File: config.mk
export PLATFORM = sky130hd
export DESIGN_NAME = uart_slave
export DESIGN_NICKNAME = d
export VERILOG_FILES = /design/src/hw/axi_pkg.sv /design/src/hw/uart_slave.sv
export SDC_FILE = /design/constraint.sdc
export NUM_CORES = 1
export LEC_CHECK = 0
export BUFFER_PORTS_ARGS = -buffer_cell sky130_fd_sc_hd__buf_2
export CAP_MARGIN = 20
export CORE_MARGIN = 3
export CORE_UTILIZATION = 29
export DETAILED_ROUTE_END_ITERATION = 12
export HOLD_SLACK_MARGIN = 0.03
export PLACE_DENSITY = 0.79
export SLEW_MARGIN = 10
export SYNTH_ARGS = -nofsm -noshare
export SYNTH_HDL_FRONTEND = slang
export SYNTH_SLANG_ARGS = --single-unit
File: constraint.sdc
create_clock -name clk -period 1.95 [get_ports clk]
set_clock_uncertainty 0.15 [all_clocks]
set_input_delay 0.0975 -clock clk [delete_from_list [all_inputs] [get_ports clk]]
set_output_delay 0.0975 -clock clk [all_outputs]
set_load 0.005 [all_outputs]
File: src/hw/axi_pkg.sv
`default_nettype none

package axi_pkg;

  localparam int ADDR_W = 32;
  localparam int DATA_W = 32;

  typedef enum logic [1:0] {
    RESP_OKAY   = 2'b00,
    RESP_SLVERR = 2'b10,
    RESP_DECERR = 2'b11
  } axi_resp_e;

  typedef struct packed {
    logic [ADDR_W-1:0] addr;
  } axi_ar_t;

  typedef struct packed {
    logic [ADDR_W-1:0] addr;
  } axi_aw_t;

  typedef struct packed {
    logic [DATA_W-1:0]   data;
    logic [DATA_W/8-1:0] strb; // one bit per byte lane.
  } axi_w_t;

  typedef struct packed {
    logic [DATA_W-1:0] data;
    axi_resp_e         resp;
  } axi_r_t;

  typedef struct packed {
    axi_resp_e resp;
  } axi_b_t;

  // master side of one port.
  typedef struct packed {
    logic    ar_valid;
    axi_ar_t ar;
    logic    r_ready;
    logic    aw_valid;
    axi_aw_t aw;
    logic    w_valid;
    axi_w_t  w;
    logic    b_ready;
  } axi_req_t;

  typedef struct packed {
    logic   ar_ready;
    logic   r_valid;
    axi_r_t r;
    logic   aw_ready;
    logic   w_ready;
    logic   b_valid;
    axi_b_t b;
  } axi_rsp_t;

endpackage

`default_nettype wire

File: src/hw/uart_slave.sv
`timescale 1ns/1ps
`default_nettype none

module uart_slave (
  input  logic              clk,
  input  logic              rstn,
  input  axi_pkg::axi_req_t req,
  output axi_pkg::axi_rsp_t rsp,
  output logic              tx_valid,
  output logic [7:0]        tx_data
);

  logic [7:0] w_byte;
  logic       aw_got;
  logic       w_got;
  logic       b_valid;
  logic       aw_hs;
  logic       w_hs;
  logic       fire;

  always_comb begin
    rsp          = '0;
    rsp.aw_ready = !aw_got && !b_valid;
    rsp.w_ready  = !w_got && !b_valid;
    rsp.b_valid  = b_valid;
    rsp.b.resp   = axi_pkg::RESP_OKAY;
  end

  assign aw_hs = req.aw_valid && rsp.aw_ready;
  assign w_hs  = req.w_valid && rsp.w_ready;
  assign fire  = (aw_got || aw_hs) && (w_got || w_hs) && !b_valid;

  always_ff @(posedge clk) begin
    if (w_hs) begin
      w_byte <= req.w.data[7:0];
    end
    if (fire) begin
      tx_data <= w_got ? w_byte : req.w.data[7:0];
    end
  end

  always_ff @(posedge clk) begin
    if (rstn) begin
      aw_got   <= 1'b0;
      w_got    <= 1'b0;
      b_valid  <= 1'b0;
      tx_valid <= 1'b0;
    end else begin
      tx_valid <= fire; // single cycle strobe.
      if (fire) begin
        aw_got  <= 1'b0;
        w_got   <= 1'b0;
        b_valid <= 1'b1;
      end else begin
        if (aw_hs) begin
          aw_got <= 1'b1;
        end
        if (w_hs) begin
          w_got <= 1'b1;
        end
        if (req.b_ready) begin
          b_valid <= 1'b0;
        end
      end
    end
  end

endmodule

`default_nettype wire

==> run_results.csv, run 1 <==
group,metric,value,unit
clock_network,cts.clk_slew.worst_paths,0.07,ns
logic_synthesis,synth_top_area_share,44.91,%
critical_path,r2r_cells,3,
detailed_routing,drcViolationCount,0,
critical_path,startpoint_type,"register",
flow_run,cap_violations,0,
detailed_routing,ant_nets,0,
critical_path,worstReg2RegEnd,"w_got$_SDFFE_PP0P_",
sta,worst_slew_pin_slew,0.5098,ns
grt,grt-ovfl-total,0,
detailed_routing,drt_iter0_drc,24,
placement,dp_hpwl,1164,um
detailed_routing,finalWirelength,1556,um
hold_path,holdCritStartpoint,"req[37]",
critical_path,startpoint,"w_got$_SDFFE_PP0P_",
clock_network,h-tree-depth,1,
logic_synthesis,avgSynthCellArea,12.44,um^2
critical_path,endpoint_kind,"register",
sta,setup_viol,0,
floorplan,die_w,66.74,um
logic_synthesis,synth_seq_area_share,52.40,%
placement,place_area,1086,um^2
logic_synthesis,netlist-cell-type-count,17,
sta,period_needed,1.789,ns
hold_path,hold_depth,3,
floorplan,die-area,4454,um^2
logic_synthesis,synthesis.yosys.warnings,0,
clock_network,worstSkewPairLatency,0.25,ns
critical_path,worst_r2r_startpoint,"w_got$_SDFFE_PP0P_",
logic_synthesis,synth_area_leaders,"edfxtp_1 45%, buf_4 29%, dfxtp_1 7.5%",
pwr,ir_worst_vdd,0.0002625,V
clock_network,hold_buffers,12,
placement,gp_congestion,0.6554,
logic_synthesis,synth_xor_area_share,0,%
pwr,pwr_density_cell,838.6,nW/um^2
detailed_routing,via_per_inst,3.473,
sta,period_share,91.75,%
placement,placed_cells,153,
logic_synthesis,yosys.area_share.simple,4.094,%
logic_synthesis,synth_top_family_by_area,"buffers and inverters",
sta,slew_headroom,65.97,%
critical_path,cp_max_fo,12,
detailed_routing,detail_route.first_pass.iterations,4,
clock_network,clock-sinks,20,
grt,antenna_found_initial,0,
clock_network,cts_buffer_depth,2,
logic_synthesis,syn_area,1070,um^2
grt,grt_pass1_wl,2249,um
detailed_routing,wl_per_cell,9.207,um
critical_path,arrival,1.83,ns
finish,final_nets,231,
floorplan,core_area,3442,um^2
clock_network,cts_setup_buffers,0,
floorplan,fp.dieH,66.74,um
logic_synthesis,synthMuxAreaShare,8.421,%
clock_network,cts-root-buf,"clkbuf_8",
hold_path,min_to,"tx_valid$_SDFF_PP0_",
logic_synthesis,synth_fa_ha_area_share,0,%
sta,timing.setup.tns,0,ns
floorplan,start_util,31.08,%
finish,synthToLayoutAreaGrowth,19.42,%
finish,drive_gt1_share,27.64,%
floorplan,rows,21,
logic_synthesis,yosys.area.top_type,"edfxtp_1",
run_status,status,"complete, no violations",
critical_path,worst-setup-path-type,"reg -> reg",
pwr,leakagePower,0.0005630,uW
finish,antennaDiodeCount,0,
logic_synthesis,synth_seq_cells,20,
logic_synthesis,synth_compound_area_share,4.912,%
grt,grt_usage,6.662,%
placement,numPortBuffers,24,
sta,drv_slew,0,
clock_network,numCtsBuffers,3,
critical_path,crit_required,1.99,ns
sta,hold_violations,0,
clock_network,cts_tree,"done",
grt,grt_max_degree,13,
finish,final_area,1277,um^2
floorplan,ioPinCount,157,
sta,max_freq,559.0,MHz
detailed_routing,vias,587,
grt,grt_pass1_vias,523,
hold_path,min_path_type,"in -> reg",
clock_network,cts_resized,0,
finish,instances_no_fill,169,
sta,rsz0062_at_grt,"false",
pwr,p_total,1071,uW
critical_path,reg2reg_slack,0.16,ns
logic_synthesis,netlist_instances,86,
cell usage in the layout (no fill, tap or decap), types with 3 or more instances in the layout:
cell / n
conb_1: 38
buf_2: 24
edfxtp_1: 16
dlygate4sd3_1: 12
mux2_1: 6
dfxtp_1: 4
nor2_1: 3
clkbuf_8: 3
final cells by class:
cell class                 count  area [um^2]
multi-input combinational     59        329.1
sequential                    20        560.5
fill                         345         2165
inverter                       3        11.26
tap                           46        57.56
clock buffer                   3        41.29
clock inverter                 1        30.03
timing repair buffer          37        247.7
Yosys cell counts (all sizes together):
master / n
a221oi: 2
and2: 1
buf: 41
conb: 1
dfxtp: 4
edfxtp: 16
inv: 3
mux2: 8
nand2b: 2
nor2: 3
nor3: 1
o22a: 1
o22ai: 1
o31ai: 1
or3b: 1
report_power, final:
| part | switching [uW] | total (uW) | internal (uW) |
|---|---|---|---|
| logic | 72.8 | 146 | 72.7 |
| clock network | 122 | 395 | 273 |
| registers | 21.9 | 531 | 509 |
worst max-delay path, cell delays in order, from the launching register on:
cell           delay [ns]
dfxtp_1              0.47
o22a_1               0.28
a221oi_2             0.27
dlygate4sd3_1        0.57
flip-flops by register name, summed over array words and instances (netlist names):
register and flops:
w_got 1, b_valid 1, w_byte 8, tx_data 8, aw_got 1, tx_valid 1
metrics by stage:
stage / hold WS [ns] / setup slack [ns] / util [%]
after floorplan: 0.01375 / 0.5738 / -
after global placement: 0.1417 / 0.3791 / 31.55
after detailed placement: 0.1449 / 0.3513 / 31.55
after CTS: 0.09190 / 0.1680 / 37.11
after global routing: 0.1376 / 0.04275 / 37.11
final: 0.1054 / 0.1609 / 37.11
worst max path at each step:
stage                                 endpoint  slack, ns  depth (start not counted)
final                       w_got$_SDFFE_PP0P_       0.16                          3
after global routing        w_got$_SDFFE_PP0P_       0.04                          3
after CTS                   w_got$_SDFFE_PP0P_       0.17                          3
after detailed placement  tx_data[1]$_DFFE_PP_       0.35                          3
after global placement    tx_data[2]$_DFFE_PP_       0.38                          3
after floorplan            w_byte[0]$_DFFE_PP_       0.57                          3
kinds of logic after synthesis:
| kind of cell | after synthesis |
|---|---|
| and+or+nand+nor | 8 |
| other | 1 |
| AOI/OAI and AO/OA | 5 |
| muxes | 8 |
| DFF | 20 |
| buffers and inverters | 44 |
metal layers:
layer | up-vias | part of all wire (%) | wire, um | global-route usage [%]
li1 | 287 | - | - | -
met3 | 2 | 13 | 207 | 1.180
met2 | 48 | 46 | 713 | 10.89
met4 | 0 | 1.5 | 24 | 3.807
met5 | - | 0 | 0 | 0
met1 | 250 | 39 | 610 | 8.168
(Power assumes the default switching activity.)
==> run 2: changes to the inputs <==
ABC_AREA = 1   (was default)
==> run 2 against run 1 <==
- clock power down 19%
- sequential cell count unchanged
- via count up 8.9%
- global-route usage up 0.57 points
- core utilization up 0.066 points
- final cell count up 4.1%
- sequential power down 2%
- critical endpoint is now aw_got$_SDFFE_PP0P_
- largest cell class unchanged
- synthesized cell count up 4.7%
==> run_results.csv, run 2 <==
group,metric,value,unit
detailed_routing,finalWirelength,1695,um
clock_network,cts_resized,0,
grt,grt_usage,7.237,%
placement,numPortBuffers,24,
sta,rsz0062_at_grt,"false",
clock_network,cts_buffer_depth,2,
critical_path,endpoint_kind,"register",
floorplan,ioPinCount,157,
sta,setup_viol,0,
detailed_routing,drt_iter0_drc,26,
critical_path,worst-setup-path-type,"reg -> reg",
sta,period_needed,1.672,ns
finish,postLayoutCoreUtil,37.18,%
logic_synthesis,yosysMostFrequentCell,"buf_4",
finish,layout_commonest_cell,"conb_1",
finish,final_area,1270,um^2
sta,max_freq,598.0,MHz
run_status,status,"complete, no violations",
grt,grt_max_degree,13,
logic_synthesis,yosys.area.top_type,"edfxtp_1",
finish,final_nets,238,
hold_path,min_path_type,"in -> reg",
finish,synthToLayoutAreaGrowth,19.83,%
logic_synthesis,avgSynthCellArea,11.78,um^2
clock_network,h-tree-depth,1,
pwr,switchingPower,211.8,uW
logic_synthesis,synth-edff-count,16,
floorplan,die_w,66.45,um
detailed_routing,vias,639,
sta,period_share,85.75,%
flow_run,cap_violations,0,
critical_path,startpoint_type,"register",
placement,place_area,1087,um^2
critical_path,reg2reg_slack,0.28,ns
logic_synthesis,syn_area,1060,um^2
finish,antennaDiodeCount,0,
logic_synthesis,async_flop_share,0,%
critical_path,cp_max_fo,6,
detailed_routing,via_per_inst,3.631,
grt,grt-ovfl-total,0,
pwr,pwr_density_cell,793.4,nW/um^2
sta,hold_violations,0,
floorplan,rows,21,
logic_synthesis,synthesis.yosys.warnings,0,
logic_synthesis,synth_seq_cells,20,
finish,final_cell_mix,"38 x conb_1, 24 x buf_2, 16 x edfxtp_1",
pwr,power_frac_clock,31.7,%
clock_network,worstSkewPairLatency,0.28,ns
detailed_routing,detail_route.first_pass.iterations,4,
pwr,p_sw_share,21.02,%
clock_network,cts_tree,"done",
logic_synthesis,synth_top_area_share,45.34,%
logic_synthesis,netlist_top_cells_count,"39 x buf_4, 16 x edfxtp_1, 8 x mux2_2, 6 x inv_1",
finish,n_fill_cell,332,
sta,timing.setup.tns,0,ns
finish,top_regs,"tx_data (8), w_byte (8)",
pwr,power_frac_comb,16.4,%
floorplan,core_area,3416,um^2
logic_synthesis,synth_top_flop_cell,"edfxtp_1",
floorplan,start_util,31.03,%
placement,gp_congestion,0.6103,
detailed_routing,ant_nets,0,
critical_path,arrival,1.70,ns
pwr,p_int,795.7,uW
pwr,leakagePower,0.0005990,uW
grt,grt_pass1_wl,2380,um
clock_network,numCtsBuffers,3,
logic_synthesis,netlist_instances,90,
placement,dp_hpwl,1163,um
detailed_routing,wl_per_cell,9.631,um
sta,drv_slew,0,
pwr,seq_power_share,51.9,%
clock_network,clock-sinks,20,
floorplan,fp.dieH,66.45,um
clock_network,cts_setup_buffers,0,
logic_synthesis,netlist-cell-type-count,16,
clock_network,cts.clk_slew.worst_paths,0.10,ns
grt,grt_pass1_vias,569,
grt,antenna_found_initial,0,
critical_path,crit_required,1.98,ns
finish,drive_gt1_share,31.54,%
clock_network,cts-root-buf,"clkbuf_4",
pwr,ir_worst_vdd,0.0002476,V
detailed_routing,drcViolationCount,0,
clock_network,hold_buffers,13,
logic_synthesis,synth_area_leaders,"edfxtp_1 45%, buf_4 28%, mux2_2 8.5%",
floorplan,die-area,4416,um^2
logic_synthesis,synth_seq_area_share,52.89,%
-- run 2: cell type report --
cell class	instances	area [um^2]	area share [%]
clock buffer	3	22.52	1.773
clock inverter	1	30.03	2.365
inverter	7	26.28	2.069
multi-input combinational	60	307.8	24.24
sequential	20	560.5	44.14
tap	46	57.56	4.532
timing repair buffer	39	265.3	20.89
-- run 2: path summary, 6_finish.rpt --
path | start | endpoint | depth (start not counted)
hold / removal | req[37] | w_got$_SDFFE_PP0P_ | 5
hold reg to reg | w_byte[5]$_DFFE_PP_ | tx_data[5]$_DFFE_PP_ | 1
setup reg to reg | b_valid$_SDFFE_PP0P_ | aw_got$_SDFFE_PP0P_ | 5
setup / recovery | b_valid$_SDFFE_PP0P_ | aw_got$_SDFFE_PP0P_ | 5
-- run 2: worst max-delay path, cell delays in order, from the launching register on --
cell and delay (ns):
dfxtp_1 0.37, o21bai_1 0.27, nand2_1 0.11, nand2_1 0.09, nor2_2 0.03, dlygate4sd3_1 0.54
-- run 2: logic make-up (layout without fill, tap and decap cells) --
group,Yosys count,after routing,share of synthesized area [%]
multiplexers,8,8,8.501
other,1,38,0.3539
AND/OR/NAND/NOR,11,11,4.486
buffers and inverters,47,50,31.17
AO/OA/AOI/OAI,3,3,2.597
flip-flops,20,20,52.89
-- run 2: stage by stage --
| step | hold slack [ns] | cells | setup slack [ns] | power, uW |
|---|---|---|---|---|
| global placement | 0.1360 | 159 | 0.5343 | 668.0 |
| detailed placement | 0.1442 | 159 | 0.5089 | 673.5 |
| finish | 0.1158 | 176 | 0.2778 | 1008 |
| CTS | 0.1080 | 176 | 0.2828 | 1015 |
| floorplan | 0.04637 | 127 | 0.3516 | 674.9 |
| global route | 0.1279 | 176 | 0.1768 | 1065 |
-- run 2: power groups by stage --
stage | Combinational [uW] | Clock, uW | Sequential, uW
global placement | 137 | 0 | 531
finish | 165 | 320 | 523
global route | 185 | 353 | 527
floorplan | 141 | 0 | 534
detailed placement | 141 | 0 | 532
CTS | 163 | 329 | 522
-- run 2: layer usage --
metal  GRT usage [%]  up-vias  wire [um]
met5               0        -          0
met4           3.807        0         16
met1           7.030      287        598
met3           2.192        2        283
met2           13.51       55        797
li1                -      295          -
==> run 3: changes to the inputs <==
CORE_UTILIZATION = 32   (was 29)
PLACE_DENSITY = 0.86   (was 0.79)
clock period = 2.03 ns   (was 1.95 ns; I/O delays follow)
==> run 3 against run 2 <==
- sequential cell count did not move
- routed wire length did not move
- global-route usage rose by 1.3 points
- power fell by 16%
- hold slack improved by 0.00092 ns
- die area fell by 8.6%
- core utilization rose by 3.3 points
- sequential power fell by 3.8%
- clock-buffer cell count rose by 1
- critical path depth rose by 2
- sequential share of layout area rose by 0.83 points
- combinational power fell by 4%
- critical endpoint is now b_valid$_SDFFE_PP0P_
==> run_results.csv, run 3 (synthesis results as in run 2) <==
group,metric,value,unit
clock_network,numCtsBuffers,3,
critical_path,cp_max_fo,4,
pwr,seq_power_share,59.7,%
floorplan,core_area,3103,um^2
pwr,power_frac_comb,18.9,%
floorplan,fp.dieH,63.55,um
critical_path,worst-setup-path-type,"in -> reg",
sta,rsz0062_at_grt,"false",
clock_network,cts.clk_slew.worst_paths,0.09,ns
detailed_routing,detail_route.first_pass.iterations,4,
clock_network,h-tree-depth,1,
pwr,leakagePower,0.0005890,uW
critical_path,worst_r2r_startpoint,"b_valid$_SDFFE_PP0P_",
pwr,power_frac_clock,21.4,%
clock_network,cts_setup_buffers,0,
grt,grt_pass1_wl,2539,um
sta,max_freq,500.4,MHz
detailed_routing,finalWirelength,1695,um
sta,timing.setup.tns,0,ns
pwr,p_sw_share,23.67,%
grt,antenna_found_initial,0,
run_status,status,"complete, no violations",
finish,layout_commonest_cell,"conb_1",
floorplan,die-area,4038,um^2
floorplan,ioPinCount,157,
finish,antennaDiodeCount,0,
floorplan,die_w,63.55,um
pwr,ir_worst_vdd,0.0001971,V
clock_network,cts_buffer_depth,2,
pwr,pwr_density_cell,672.1,nW/um^2
detailed_routing,vias,614,
finish,regArea,564.3,um^2
clock_network,cts-root-buf,"clkbuf_4",
hold_path,min_path_type,"in -> reg",
sta,setup_viol,0,
pwr,switchingPower,199.7,uW
clock_network,worstSkewPairLatency,0.28,ns
critical_path,startpoint_type,"primary input",
finish,drive_gt1_share,31.30,%
finish,final_nets,239,
finish,final_cell_mix,"38 x conb_1, 24 x buf_2, 16 x edfxtp_1",
detailed_routing,via_per_inst,3.509,
sta,period_share,98.44,%
clock_network,cts_tree,"done",
critical_path,r2r_cells,6,
placement,gp_congestion,0.7251,
flow_run,cap_violations,0,
critical_path,crit_required,2.10,ns
sta,drv_slew,0,
detailed_routing,ant_nets,0,
grt,grt_usage,8.489,%
finish,n_fill_cell,304,
finish,postLayoutCoreUtil,40.44,%
placement,dp_hpwl,1248,um
grt,grt_pass1_vias,539,
critical_path,arrival,2.07,ns
placement,numPortBuffers,24,
sta,hold_violations,0,
detailed_routing,drt_iter0_drc,20,
detailed_routing,wl_per_cell,9.686,um
critical_path,worstReg2RegEnd,"b_valid$_SDFFE_PP0P_",
critical_path,reg2reg_slack,0.10,ns
detailed_routing,drcViolationCount,0,
floorplan,rows,20,
finish,multiInputGateArea,307.8,um^2
pwr,p_int,643.8,uW
floorplan,start_util,34.15,%
finish,synthToLayoutAreaGrowth,18.42,%
grt,grt_max_degree,12,
critical_path,startpoint,"rstn",
grt,grt-ovfl-total,0,
clock_network,clock-sinks,20,
critical_path,endpoint_kind,"register",
sta,period_needed,1.998,ns
critical_path,crit_path_end,"b_valid$_SDFFE_PP0P_",
finish,top_regs,"tx_data (8), w_byte (8)",
[run 3: cell count changes in the layout (fill, tap and decap cells not counted), sizes merged]
cell,change
bufinv,-1
dlygate4sd3,+1
clkbuf,+1
[run 3: worst min-delay path by stage]
stage | from | endpoint | slack, ns | depth (start not counted)
global placement | req[8] | w_byte[3]$_DFFE_PP_ | 0.15 | 1
floorplan | req[5] | w_byte[0]$_DFFE_PP_ | 0.05 | 0
detailed placement | req[8] | w_byte[3]$_DFFE_PP_ | 0.15 | 1
global route | req[37] | tx_valid$_SDFF_PP0_ | 0.16 | 5
CTS | req[37] | tx_valid$_SDFF_PP0_ | 0.10 | 5
finish | req[37] | tx_valid$_SDFF_PP0_ | 0.12 | 5
[run 3: through the flow]
step | power (uW) | setup slack [ns] | cells | area [um^2] | hold WS, ns
global route | 896.5 | 0.005195 | 175 | 1255 | 0.1558
floorplan | 648.3 | 0.4316 | 127 | 1199 | 0.05037
detailed placement | 648.2 | 0.5833 | 157 | 1085 | 0.1461
global placement | 644.0 | 0.6101 | 157 | 1085 | 0.1455
finish | 843.5 | 0.03160 | 175 | 1255 | 0.1168
CTS | 852.3 | 0.02652 | 175 | 1251 | 0.1044
[run 3: per-layer routing]
metal | routed length (um) | vias up | global-route usage (%)
met2 | 762 | 46 | 12.39
met4 | 41 | 0 | 7.278
li1 | - | 300 | -
met1 | 591 | 266 | 9.192
met5 | 0 | - | 0
met3 | 299 | 2 | 3.922
[run 3: layout make-up]
cell class	instances	area share (%)
sequential	20	44.97
multi-input combinational	60	24.53
timing repair buffer	40	21.93
tap	44	4.387
clock buffer	4	2.094
inverter	7	2.094
[run 3: critical path, stage by stage]
cell           delay [ns]
dlygate4sd3_1        0.53
buf_2                0.12
inv_1                0.09
nand2_1              0.07
dlygate4sd3_1        0.56
nand2_1              0.07
dlygate4sd3_1        0.53
[run 3: power groups by stage]
stage | sequential (uW) | clock, uW | combinational (uW)
2_1_floorplan | 513 | 0 | 135
3_3_place_gp | 511 | 0 | 133
3_5_place_dp | 512 | 0 | 136
4_1_cts | 503 | 190 | 159
5_1_grt | 508 | 210 | 179
6_report | 503 | 181 | 159
[run 3: repair_timing]
action	in CTS	in global routing
gates resized for setup	0	2
hold endpoints to repair	20	0
endpoints found under the setup margin	0	1
hold buffers	14	0
